<file path="config.mk">
export PLATFORM = sky130hd
export DESIGN_NAME = lv_fault_top
export DESIGN_NICKNAME = d
export VERILOG_FILES = /design/src/source/lv_fault_pkg.sv /design/src/source/lv_cfg_pkg.sv /design/src/source/lv_fault_top.sv /design/src/source/lv_fault_report.sv /design/src/source/lv_uvlo_filter.sv /design/src/source/lv_analog_int_proc.sv /design/src/source/gnrl_sync.sv
export SDC_FILE = /design/constraint.sdc
export NUM_CORES = 1
export LEC_CHECK = 0
export BUFFER_PORTS_ARGS = -buffer_cell sky130_fd_sc_hd__buf_2
export CAP_MARGIN = 20
export CORE_MARGIN = 2
export CORE_UTILIZATION = 50
export CTS_CLUSTER_SIZE = 40
export DETAILED_ROUTE_END_ITERATION = 8
export PLACE_DENSITY = 0.69
export SYNTH_ARGS = -nofsm -noshare
export SYNTH_HDL_FRONTEND = slang
export SYNTH_SLANG_ARGS = --single-unit
</file>
<file path="constraint.sdc">
create_clock -name i_clk -period 2.7 [get_ports i_clk]
set_clock_uncertainty 0.15 [all_clocks]
set_input_delay 0.54 -clock i_clk [delete_from_list [all_inputs] [get_ports i_clk]]
set_output_delay 0.54 -clock i_clk [all_outputs]
set_load 0.01 [all_outputs]
</file>
<file path="src/source/lv_fault_pkg.sv">
/*
 * fault reporting types
 *   - qualified fault bits as one packed struct
 *   - host reporter FSM states
 */
`default_nettype none

package lv_fault_pkg;

    // ==============================
    // fault bits
    // ==============================
    // one bit per qualified source, dt_err is the msb
    typedef struct packed {
        logic dt_err;
        logic mm_err;
        logic uvlo_err;
    } lv_fault_t;

    // ==============================
    // reporter FSM
    // ==============================
    // four-phase req/ack sequence toward the host
    typedef enum logic [1:0] {
        RPT_IDLE         = 2'd0,
        RPT_REQ          = 2'd1,
        RPT_WAIT_ACK_LOW = 2'd2
    } rpt_state_t;

endpackage : lv_fault_pkg

`default_nettype wire

</file>
<file path="src/source/lv_cfg_pkg.sv">
/*
 * configuration constants for the low-voltage fault block
 *   - default clock frequency
 *   - delay-code type for the mismatch filter
 *   - gate-back filter time table in ns
 */
`default_nettype none

package lv_cfg_pkg;

    // core clock in MHz, overridden from the top level
    localparam int CLK_MHZ_DEFAULT = 25;

    // selects one entry of the gate-back table
    typedef logic [3:0] vge_dly_code_t;

    // ==============================
    // gate-back filter times, ns
    // ==============================
    localparam int GATE_BACK_NS [16] = '{
          100,  200,  400,  600,
          800, 1000, 1200, 1400,
         1600, 1800, 2000, 2400,
         2800, 3200, 3600, 4000
    };

    // longest entry, sizes the filter counter
    localparam int GATE_BACK_NS_MAX = 4000;

endpackage : lv_cfg_pkg

`default_nettype wire
</file>
<file path="src/source/lv_fault_top.sv">
/*
 * low-voltage fault interrupt top level
 * comparator qualification, uvlo debounce and host reporter
 */
`timescale 1ns/10ps
`default_nettype none

module lv_fault_top
    import lv_cfg_pkg::*;
    import lv_fault_pkg::*;
#(
    parameter int P_CLK_MHZ       = CLK_MHZ_DEFAULT,
    parameter int P_UVLO_FILT_CYC = 8
) (
    input  wire logic          i_clk,
    input  wire logic          i_rst_n,
    input  wire logic          i_lv_pwm_dt,
    input  wire logic          i_lv_gate_vs_pwm,
    input  wire logic          i_lv_uvlo,
    input  wire vge_dly_code_t i_vge_mon_dly,
    input  wire logic          i_int_ack,
    output logic               o_int_req,
    output lv_fault_t          o_fault_status,
    output logic               o_pwm_block
);

    logic      dt_err;
    logic      mm_err;
    logic      uvlo_err;
    lv_fault_t fault_evt;

    lv_analog_int_proc #(
        .P_CLK_MHZ (P_CLK_MHZ)
    ) u_analog_int_proc (
        .i_clk            (i_clk),
        .i_rst_n          (i_rst_n),
        .i_lv_pwm_dt      (i_lv_pwm_dt),
        .i_lv_gate_vs_pwm (i_lv_gate_vs_pwm),
        .i_vge_mon_dly    (i_vge_mon_dly),
        .o_lv_pwm_dterr   (dt_err),
        .o_lv_pwm_mmerr   (mm_err)
    );

    lv_uvlo_filter #(
        .P_UVLO_FILT_CYC (P_UVLO_FILT_CYC)
    ) u_uvlo_filter (
        .i_clk      (i_clk),
        .i_rst_n    (i_rst_n),
        .i_lv_uvlo  (i_lv_uvlo),
        .o_uvlo_err (uvlo_err)
    );

    // qualified events toward the reporter
    assign fault_evt = '{dt_err: dt_err, mm_err: mm_err, uvlo_err: uvlo_err};

    lv_fault_report u_fault_report (
        .i_clk          (i_clk),
        .i_rst_n        (i_rst_n),
        .i_fault_evt    (fault_evt),
        .i_int_ack      (i_int_ack),
        .o_int_req      (o_int_req),
        .o_fault_status (o_fault_status),
        .o_pwm_block    (o_pwm_block)
    );

endmodule : lv_fault_top

`default_nettype wire

</file>
<file path="src/source/lv_fault_report.sv">
/*
 * fault latching and host reporting
 *   - sticky pending fault set
 *   - pwm blocking while anything is pending or reported
 *   - four-phase req/ack FSM with status snapshot
 */
`timescale 1ns/10ps
`default_nettype none

module lv_fault_report
    import lv_fault_pkg::*;
(
    input  wire logic      i_clk,
    input  wire logic      i_rst_n,
    input  wire lv_fault_t i_fault_evt,
    input  wire logic      i_int_ack,
    output logic           o_int_req,
    output lv_fault_t      o_fault_status,
    output logic           o_pwm_block
);

    rpt_state_t state;
    lv_fault_t  pending;
    lv_fault_t  clr_mask;
    lv_fault_t  inflight;
    logic       ack_take;

    // ack seen while the request is up
    assign ack_take = (state == RPT_REQ) && i_int_ack;

    // bits handed to the host, cleared on ack
    assign clr_mask = ack_take ? o_fault_status : lv_fault_t'('0);

    // reported but handshake not finished yet
    assign inflight = (state != RPT_IDLE) ? o_fault_status : lv_fault_t'('0);

    // ==============================
    // pending set
    // ==============================
    // new events win over the clear, so active sources re-latch
    always_ff @(posedge i_clk or negedge i_rst_n) begin
        if (!i_rst_n) begin
            pending <= '0;
        end else begin
            pending <= lv_fault_t'((pending & ~clr_mask) | i_fault_evt);
        end
    end

    always_ff @(posedge i_clk or negedge i_rst_n) begin
        if (!i_rst_n) begin
            o_pwm_block <= 1'b0;
        end else begin
            o_pwm_block <= |(pending | inflight);
        end
    end

    // ==============================
    // host handshake FSM
    // ==============================
    always_ff @(posedge i_clk or negedge i_rst_n) begin
        if (!i_rst_n) begin
            state          <= RPT_IDLE;
            o_int_req      <= 1'b0;
            o_fault_status <= '0;
        end else begin
            case (state)
                RPT_IDLE: begin
                    // status tracks pending until a request goes out
                    o_fault_status <= pending;
                    if (|pending) begin
                        o_int_req <= 1'b1;
                        state     <= RPT_REQ;
                    end
                end
                RPT_REQ: begin
                    // status frozen while req is high
                    if (ack_take) begin
                        o_int_req <= 1'b0;
                        state     <= RPT_WAIT_ACK_LOW;
                    end
                end
                RPT_WAIT_ACK_LOW: begin
                    if (!i_int_ack) begin
                        state <= RPT_IDLE;
                    end
                end
                default: begin
                    o_int_req <= 1'b0;
                    state     <= RPT_IDLE;
                end
            endcase
        end
    end

endmodule : lv_fault_report

`default_nettype wire

</file>
<file path="src/source/lv_uvlo_filter.sv">
/*
 * undervoltage flag synchronizer and debounce
 */
`timescale 1ns/10ps
`default_nettype none

module lv_uvlo_filter #(
    parameter int P_UVLO_FILT_CYC = 8
) (
    input  wire logic i_clk,
    input  wire logic i_rst_n,
    input  wire logic i_lv_uvlo,
    output logic      o_uvlo_err
);

    localparam int CNT_W = $clog2(P_UVLO_FILT_CYC + 1);

    logic             uvlo_sync;
    logic [CNT_W-1:0] uvlo_cnt;

    gnrl_sync #(
        .DW      (1),
        .DEF_VAL (1'b0)
    ) u_uvlo_sync (
        .i_clk   (i_clk),
        .i_rst_n (i_rst_n),
        .i_data  (i_lv_uvlo),
        .o_data  (uvlo_sync)
    );

    // ==============================
    // debounce counter
    // ==============================
    // any low cycle restarts the count
    always_ff @(posedge i_clk or negedge i_rst_n) begin
        if (!i_rst_n) begin
            uvlo_cnt <= '0;
        end else if (!uvlo_sync) begin
            uvlo_cnt <= '0;
        end else if (uvlo_cnt != CNT_W'(P_UVLO_FILT_CYC)) begin
            uvlo_cnt <= uvlo_cnt + 1'b1;
        end
    end

    // saturated and still low-voltage
    assign o_uvlo_err = uvlo_sync & (uvlo_cnt == CNT_W'(P_UVLO_FILT_CYC));

endmodule : lv_uvlo_filter

`default_nettype wire

</file>
<file path="src/source/lv_analog_int_proc.sv">
/*
 * low-voltage comparator flag qualification
 *   - dead-time flag to a rising-edge strobe
 *   - gate vs pwm mismatch with programmable filter time
 */
`timescale 1ns/10ps
`default_nettype none

module lv_analog_int_proc
    import lv_cfg_pkg::*;
#(
    parameter int P_CLK_MHZ = CLK_MHZ_DEFAULT
) (
    input  wire logic          i_clk,
    input  wire logic          i_rst_n,
    input  wire logic          i_lv_pwm_dt,
    input  wire logic          i_lv_gate_vs_pwm,
    input  wire vge_dly_code_t i_vge_mon_dly,
    output logic               o_lv_pwm_dterr,
    output logic               o_lv_pwm_mmerr
);

    // longest filter in cycles, rounded up
    localparam int MM_CYC_MAX = (GATE_BACK_NS_MAX * P_CLK_MHZ + 999) / 1000;
    localparam int CNT_W      = $clog2(MM_CYC_MAX + 1);

    logic             dt_sync;
    logic             dt_sync_q;
    logic             mm_sync;
    logic [CNT_W-1:0] mm_cnt;
    logic [CNT_W-1:0] mm_lim;
    logic [CNT_W-1:0] lim_tbl [16];

    // ==============================
    // input synchronizers
    // ==============================
    gnrl_sync #(
        .DW      (1),
        .DEF_VAL (1'b0)
    ) u_dt_sync (
        .i_clk   (i_clk),
        .i_rst_n (i_rst_n),
        .i_data  (i_lv_pwm_dt),
        .o_data  (dt_sync)
    );

    gnrl_sync #(
        .DW      (1),
        .DEF_VAL (1'b0)
    ) u_mm_sync (
        .i_clk   (i_clk),
        .i_rst_n (i_rst_n),
        .i_data  (i_lv_gate_vs_pwm),
        .o_data  (mm_sync)
    );

    // ==============================
    // dead-time edge
    // ==============================
    always_ff @(posedge i_clk or negedge i_rst_n) begin
        if (!i_rst_n) begin
            dt_sync_q <= 1'b0;
        end else begin
            dt_sync_q <= dt_sync;
        end
    end

    assign o_lv_pwm_dterr = dt_sync & ~dt_sync_q;

    // ==============================
    // mismatch filter
    // ==============================
    // terminal count per code is N-1, N = ceil(ns * MHz / 1000)
    for (genvar g = 0; g < 16; g++) begin : g_lim
        assign lim_tbl[g] = CNT_W'((GATE_BACK_NS[g] * P_CLK_MHZ + 999) / 1000 - 1);
    end

    assign mm_lim = lim_tbl[i_vge_mon_dly];

    // counts consecutive mismatch cycles, holds at the limit
    always_ff @(posedge i_clk or negedge i_rst_n) begin
        if (!i_rst_n) begin
            mm_cnt <= '0;
        end else if (!mm_sync) begin
            mm_cnt <= '0;
        end else if (mm_cnt < mm_lim) begin
            mm_cnt <= mm_cnt + 1'b1;
        end
    end

    // high from the N-th cycle until the flag drops
    assign o_lv_pwm_mmerr = mm_sync & (mm_cnt >= mm_lim);

endmodule : lv_analog_int_proc

`default_nettype wire

</file>
<file path="src/source/gnrl_sync.sv">
/*
 * two-flop synchronizer for asynchronous inputs
 * width and reset value are parameters
 */
`timescale 1ns/10ps
`default_nettype none

module gnrl_sync #(
    parameter int            DW      = 1,
    parameter logic [DW-1:0] DEF_VAL = '0
) (
    input  wire logic          i_clk,
    input  wire logic          i_rst_n,
    input  wire logic [DW-1:0] i_data,
    output logic      [DW-1:0] o_data
);

    // first stage may go metastable
    logic [DW-1:0] meta_q;

    always_ff @(posedge i_clk or negedge i_rst_n) begin
        if (!i_rst_n) begin
            meta_q <= DEF_VAL;
            o_data <= DEF_VAL;
        end else begin
            meta_q <= i_data;
            o_data <= meta_q;
        end
    end

endmodule : gnrl_sync

`default_nettype wire

</file>
== Yosys cells after proc, flatten, opt, wreduce, memory -nomap -nowiden ==
Memory sizes are Yosys's and may differ from the RTL's.
Cells that the tools add are included.

* Reductions and logical operators: 7
* Magnitude comparators: 3
* Mux-type cells: 15
* Bitwise operators: 10
* Add/sub/neg operators: 2
* Eq/ne operators: 9

{| class="wikitable"
|+ Operators by type and width
! operator !! count
|-
| 2-to-1 mux 7 bit || 4
|-
| 2-to-1 mux 4 bit || 2
|-
| != test 2 x 1 -> 1 bit, second input constant || 4
|-
| adder 7 x 1 -> 7 bit, second input constant || 1
|-
| >= comparator 7 bit || 1
|-
| < comparator 7 bit || 1
|-
| 2-to-1 mux 2 bit || 3
|-
| 2-to-1 mux 3 bit || 2
|-
| OR 3 bit || 2
|-
| case mux 2 bit (3 select lines) || 1
|-
| AND reduction 3 bit || 2
|-
| OR reduction 3 bit || 2
|-
| >= comparator 5 bit, second input constant || 1
|-
| inverter 4 -> 5 bit || 1
|-
| adder 4 x 1 -> 4 bit, second input constant || 1
|-
| == test 4 bit, second input constant || 1
|-
| != test 4 bit, second input constant || 1
|-
| bitwise AND 1 bit || 3
|-
| bitwise AND 3 bit || 1
|-
| inverter 3 bit || 1
|-
| case mux 1 bit (3 select lines) || 1
|-
| == test 2 x 1 -> 1 bit, second input constant || 1
|-
| == test 2 bit, second input constant || 1
|-
| zero test 2 bit || 1
|-
| other kinds (5) || 7
|}

* Output and inout port bits: 5
* Memory bits (read-only): 112
* Flip-flop bits (word level): 28
* Memories kept: 1
* Logic and storage cells: 65

{| class="wikitable"
|+ Memory list
! memory !! words !! bits a word !! rd ports !! clocked after Yosys merged registers in !! write ports !! RTL line !! source
|-
| (name not given) || 16 || 7 || 1 || 0 || 0 || lv_analog_int_proc.sv:78 || <nowiki>assign mm_lim = lim_tbl[i_vge_mon_dly];</nowiki>
|}

== Logic depth before layout (Yosys ltp) ==
* Depth after elaboration: 7
* Mapped depth: 10
* Depth with buffers taken out: 10

== Modules after synthesis ==
Synthesis repeated with hierarchy kept, for this count alone.

* Cell total of the unflattened synthesis: 146
* Area total of the unflattened synthesis: 1526.5 um^2

{| class="wikitable"
|+ Modules (own cells, without submodules)
! module !! instances !! cells each !! sequential area each (um^2) !! area an instance (um^2)
|-
| lv_analog_int_proc || 1 || 88 || 200.2 || 726.9
|-
| lv_fault_report || 1 || 31 || 250.2 || 427.9
|-
| lv_uvlo_filter || 1 || 21 || 100.1 || 221.5
|-
| gnrl_sync || 3 || 2 || 50.0 || 50.0
|}

== Worst setup path before layout ==
Ideal clock, no wire load.

* Path kind: input to register
* Start: input port i_vge_mon_dly[2]
* End: register u_analog_int_proc.mm_cnt[3]
* Arrival time: 2.218 ns
* Required time: 2.473 ns
* Setup slack: 0.255 ns
* Stages: 8
* Library setup time: 0.077 ns
* Cell sequence: clkbuf_1 > o21ai_0 > o21ai_0 > ha_1 > a21oi_4 > a21oi_2 > or4_1 > a21oi_1

* Cells in the longest elaborated chain, start to end: 6

{| class="wikitable"
|+ Ends and longest elaborated chain
! item !! RTL line !! source
|-
| start, declared || lv_fault_top.sv:20 || <nowiki>input wire vge_dly_code_t i_vge_mon_dly,</nowiki>
|-
| inverter 4 -> 5 bit (not written as such) || lv_analog_int_proc.sv:78 ||
|-
| memory read (16 x 7 bit) || -- ||
|-
| 2-to-1 mux 7 bit (not written as such) (2 in series) || lv_analog_int_proc.sv:78 ||
|-
| < comparator 7 bit || lv_analog_int_proc.sv:86 || <nowiki>end else if (mm_cnt < mm_lim) begin</nowiki>
|-
| != test 2 x 1 -> 1 bit (no source line) || -- ||
|-
| end signal, assigned || lv_analog_int_proc.sv:87 || <nowiki>mm_cnt <= mm_cnt + 1'b1;</nowiki>
|-
| end, declared || lv_analog_int_proc.sv:30 || <nowiki>logic [CNT_W-1:0] mm_cnt;</nowiki>
|}

No other way between the ends. The select of a mux whose other input is x is not followed.
A chain may end at the register's enable or synchronous reset.

== Worst setup path after layout ==
* Start: input port i_vge_mon_dly[0]
* End: register u_analog_int_proc.mm_cnt[6]

Same word-level chain as after synthesis.

==> run metrics <==
Initial Util=0.529; initial antenna violation count=0; RSZ-0062 raised after global routing=no; die span in x=a little under 60 um; CP endpoint kind=flip-flop; Post-Place Worst Slack=-0.0598 ns; worst skew pair latency=around 0.33 ns; Synth Register Bits=28; max frequency=415 MHz; Num CTS Buffers=3; post-CTS setup buffer count=0; final net count=about 190; clock root buffer=clkbuf_4; Syn Inst Count=145; Syn Std Cell Area=roughly 1500 um^2; Post-CTS Resized=0; crit path launch type=input pin; H-tree depth=1; PortBufs=14; final instance area=approximately 1600 um^2; pwr/cell area=between 600 and 700 nW/um^2; DR WL/cell=~13 um; Initial DRC Count=between 40 and 50; CP max FO=5; VDD IR max=around 0.0006 V; GRT Util Overall=0.165; P&R area growth vs syn=12.0%; total gr overflow=0; worst slew pin tran=approximately 0.59 ns; CTS Sinks=28; Fin Hold WS=roughly 0.035 ns; endpoints failing setup=0; fin worst setup slack=about 0.29 ns; final hold violation count=0; die height=58.3 um; CORE AREA=about 2800 um^2; RD Place Congestion=roughly 0.87; vias in the first global route=approximately 1000; Setup Crit Path Kind=in2reg; EDFF count, synth=0; slew margin rel.=0.610; Leakage=roughly 0.79 nW; max-cap viol count=0; WL met3=about 54 um; first-pass GRT wire length=~4400 um; drt drc=0; Routed Antenna Nets=0; clock slew at reported path FFs=roughly 0.15 ns; placed instance area=1600 um^2; Placement Rows=19; dpl hpwl=approximately 2000 um; Worst EP arrival=approximately 2.5 ns; Routed met1 length=about 1200 um; DR vias=between 1000 and 1500; Tmin final=2.41 ns; synth unique cells=32; TritonCTS clock tree=built; status=completed; Final Max Slew Viols=0; CP required=~2.8 ns; share of flip-flops with an asynchronous set or reset=1.00; final-layout fill cell count=roughly 250; maximum clock path buffer count=2; Ys Warns=0; sequential-to-total area share from yosys stat=0.476; ys flop type=dfrtp_1; total power=1.10 mW; syn avg cell area=10.2 um^2; DRT Wirelength=about 2500 um; crit share post-route=0.892; I/O pins=15; met2 WL=between 1000 and 1500 um; top sig layer=met4; Hold-fix buffers, CTS=0; HP Class=in2async; layout cells sized above 1=0.177; syn_nets=around 170; Pre-antenna DRT Iters=4; n_diodes=0; die area=approximately 3400 um^2; largest net degree at the start of global routing=29; Via density=between 5 and 6
## placed cells by master, fill, tap and decap left out, drive strengths merged, types with 4 or more instances in the layout
cell type	n
a21oi	9
buf	17
dfrtp	28
ha	13
inv	8
mux2i	5
nand2	20
nand2b	4
nand3	8
nor2	6
o21ai	14
## flip-flops by register name (all words and copies together) (netlist names)
name / count
u_analog_int_proc.mm_cnt: 7
u_uvlo_filter.uvlo_cnt: 4
u_fault_report.o_fault_status: 3
u_fault_report.pending: 3
u_fault_report.state: 2
u_analog_int_proc.dt_sync_q: 1
u_analog_int_proc.u_dt_sync.meta_q: 1
u_analog_int_proc.u_dt_sync.o_data: 1
u_analog_int_proc.u_mm_sync.meta_q: 1
u_analog_int_proc.u_mm_sync.o_data: 1
u_fault_report.o_int_req: 1
u_fault_report.o_pwm_block: 1
u_uvlo_filter.u_uvlo_sync.meta_q: 1
u_uvlo_filter.u_uvlo_sync.o_data: 1
## worst paths after layout
| check | start | end | slack (ns) | cells past startpoint |
|---|---|---|---|---|
| max | i_vge_mon_dly[0] | u_analog_int_proc.mm_cnt[6] | 0.29 | 12 |
| min | i_rst_n | u_uvlo_filter.u_uvlo_sync.meta_q | 0.04 | 1 |
| max reg2reg | u_analog_int_proc.mm_cnt[2] | u_analog_int_proc.mm_cnt[6] | 0.72 | 6 |
| min reg2reg | u_analog_int_proc.u_mm_sync.meta_q | u_analog_int_proc.u_mm_sync.o_data | 0.22 | 0 |
| max in group asynchronous | i_rst_n | u_analog_int_proc.mm_cnt[6] | 1.97 | 1 |
| min in group i_clk | i_lv_pwm_dt | u_analog_int_proc.u_dt_sync.meta_q | 0.15 | 1 |
## through the flow
stage | TNS, ns | std cells | util
finish | 0 | 195 | 0.593
floorplan | 0 | 145 | -
global route | 0 | 195 | 0.593
global placement | 0 | 191 | 0.574
detailed placement | -0.144 | 191 | 0.574
CTS | 0 | 195 | 0.593
## layout make-up
class | instances | area (um^2) | area share
Multi-Input combinational cell | 107 | 734 | 0.445
Sequential cell | 28 | 701 | 0.425
Timing Repair Buffer | 17 | 92.6 | 0.0561
Tap cell | 31 | 38.8 | 0.0235
Clock inverter | 1 | 30.0 | 0.0182
Inverter | 8 | 30.0 | 0.0182
Clock buffer | 3 | 22.5 | 0.0137
## critical path: stages
cell     delay [ns]
buf_2          0.13
inv_1          0.07
ha_1           0.22
nand2_1        0.07
o21ai_0        0.08
o21ai_0        0.19
ha_1           0.31
a21oi_4        0.16
a21oi_2        0.10
nor4_1         0.32
buf_4          0.17
mux2i_1        0.17
## logic make-up (layout without fill, tap and decap cells)
logic type | after synthesis | in the layout | synth area share
flip-flops | 28 | 28 | 0.476
AO/OA/AOI/OAI | 33 | 33 | 0.150
buffers and inverters | 10 | 29 | 0.0255
multiplexers | 8 | 8 | 0.0569
XOR/XNOR | 3 | 3 | 0.0178
AND/OR/NAND/NOR | 50 | 50 | 0.164
adder cells (fa/ha/maj) | 13 | 13 | 0.110
## synthesized netlist by cell type, types with 2 or more instances
cell type  instances  area share
o21ai_0           13       0.044
o31ai_1            2       0.010
inv_1              8       0.020
a21oi_2            3       0.018
nor2_1             6       0.015
ha_1              13        0.11
or4_1              2       0.010
nor4_1             2      0.0085
nand2b_1           4       0.017
xnor2_1            2       0.012
mux2i_1            5       0.034
nand2_1           20       0.051
mux2_2             3       0.023
clkbuf_1           2      0.0051
nor3_1             3       0.010
a21oi_1            5       0.017
and2_1             2      0.0085
dfrtp_1           28        0.48
nand3_1            8       0.027
a21o_1             2       0.010
## routing by layer
layer | vias to the layer above | GRT usage
met5 | - | 0
li1 | 549 | -
met2 | 13 | 0.270
met3 | 4 | 0.0268
met4 | 0 | 0.0498
met1 | 512 | 0.227
## report_power, final
group	switching [mW]	total, mW	internal (mW)	leakage (nW)
logic	0.136	0.264	0.128	0.410
registers	0.0727	0.565	0.493	0.349
clock network	0.119	0.269	0.150	0.0279
total	0.328	1.10	0.771	0.787
Power figures use the tool's default switching activity.
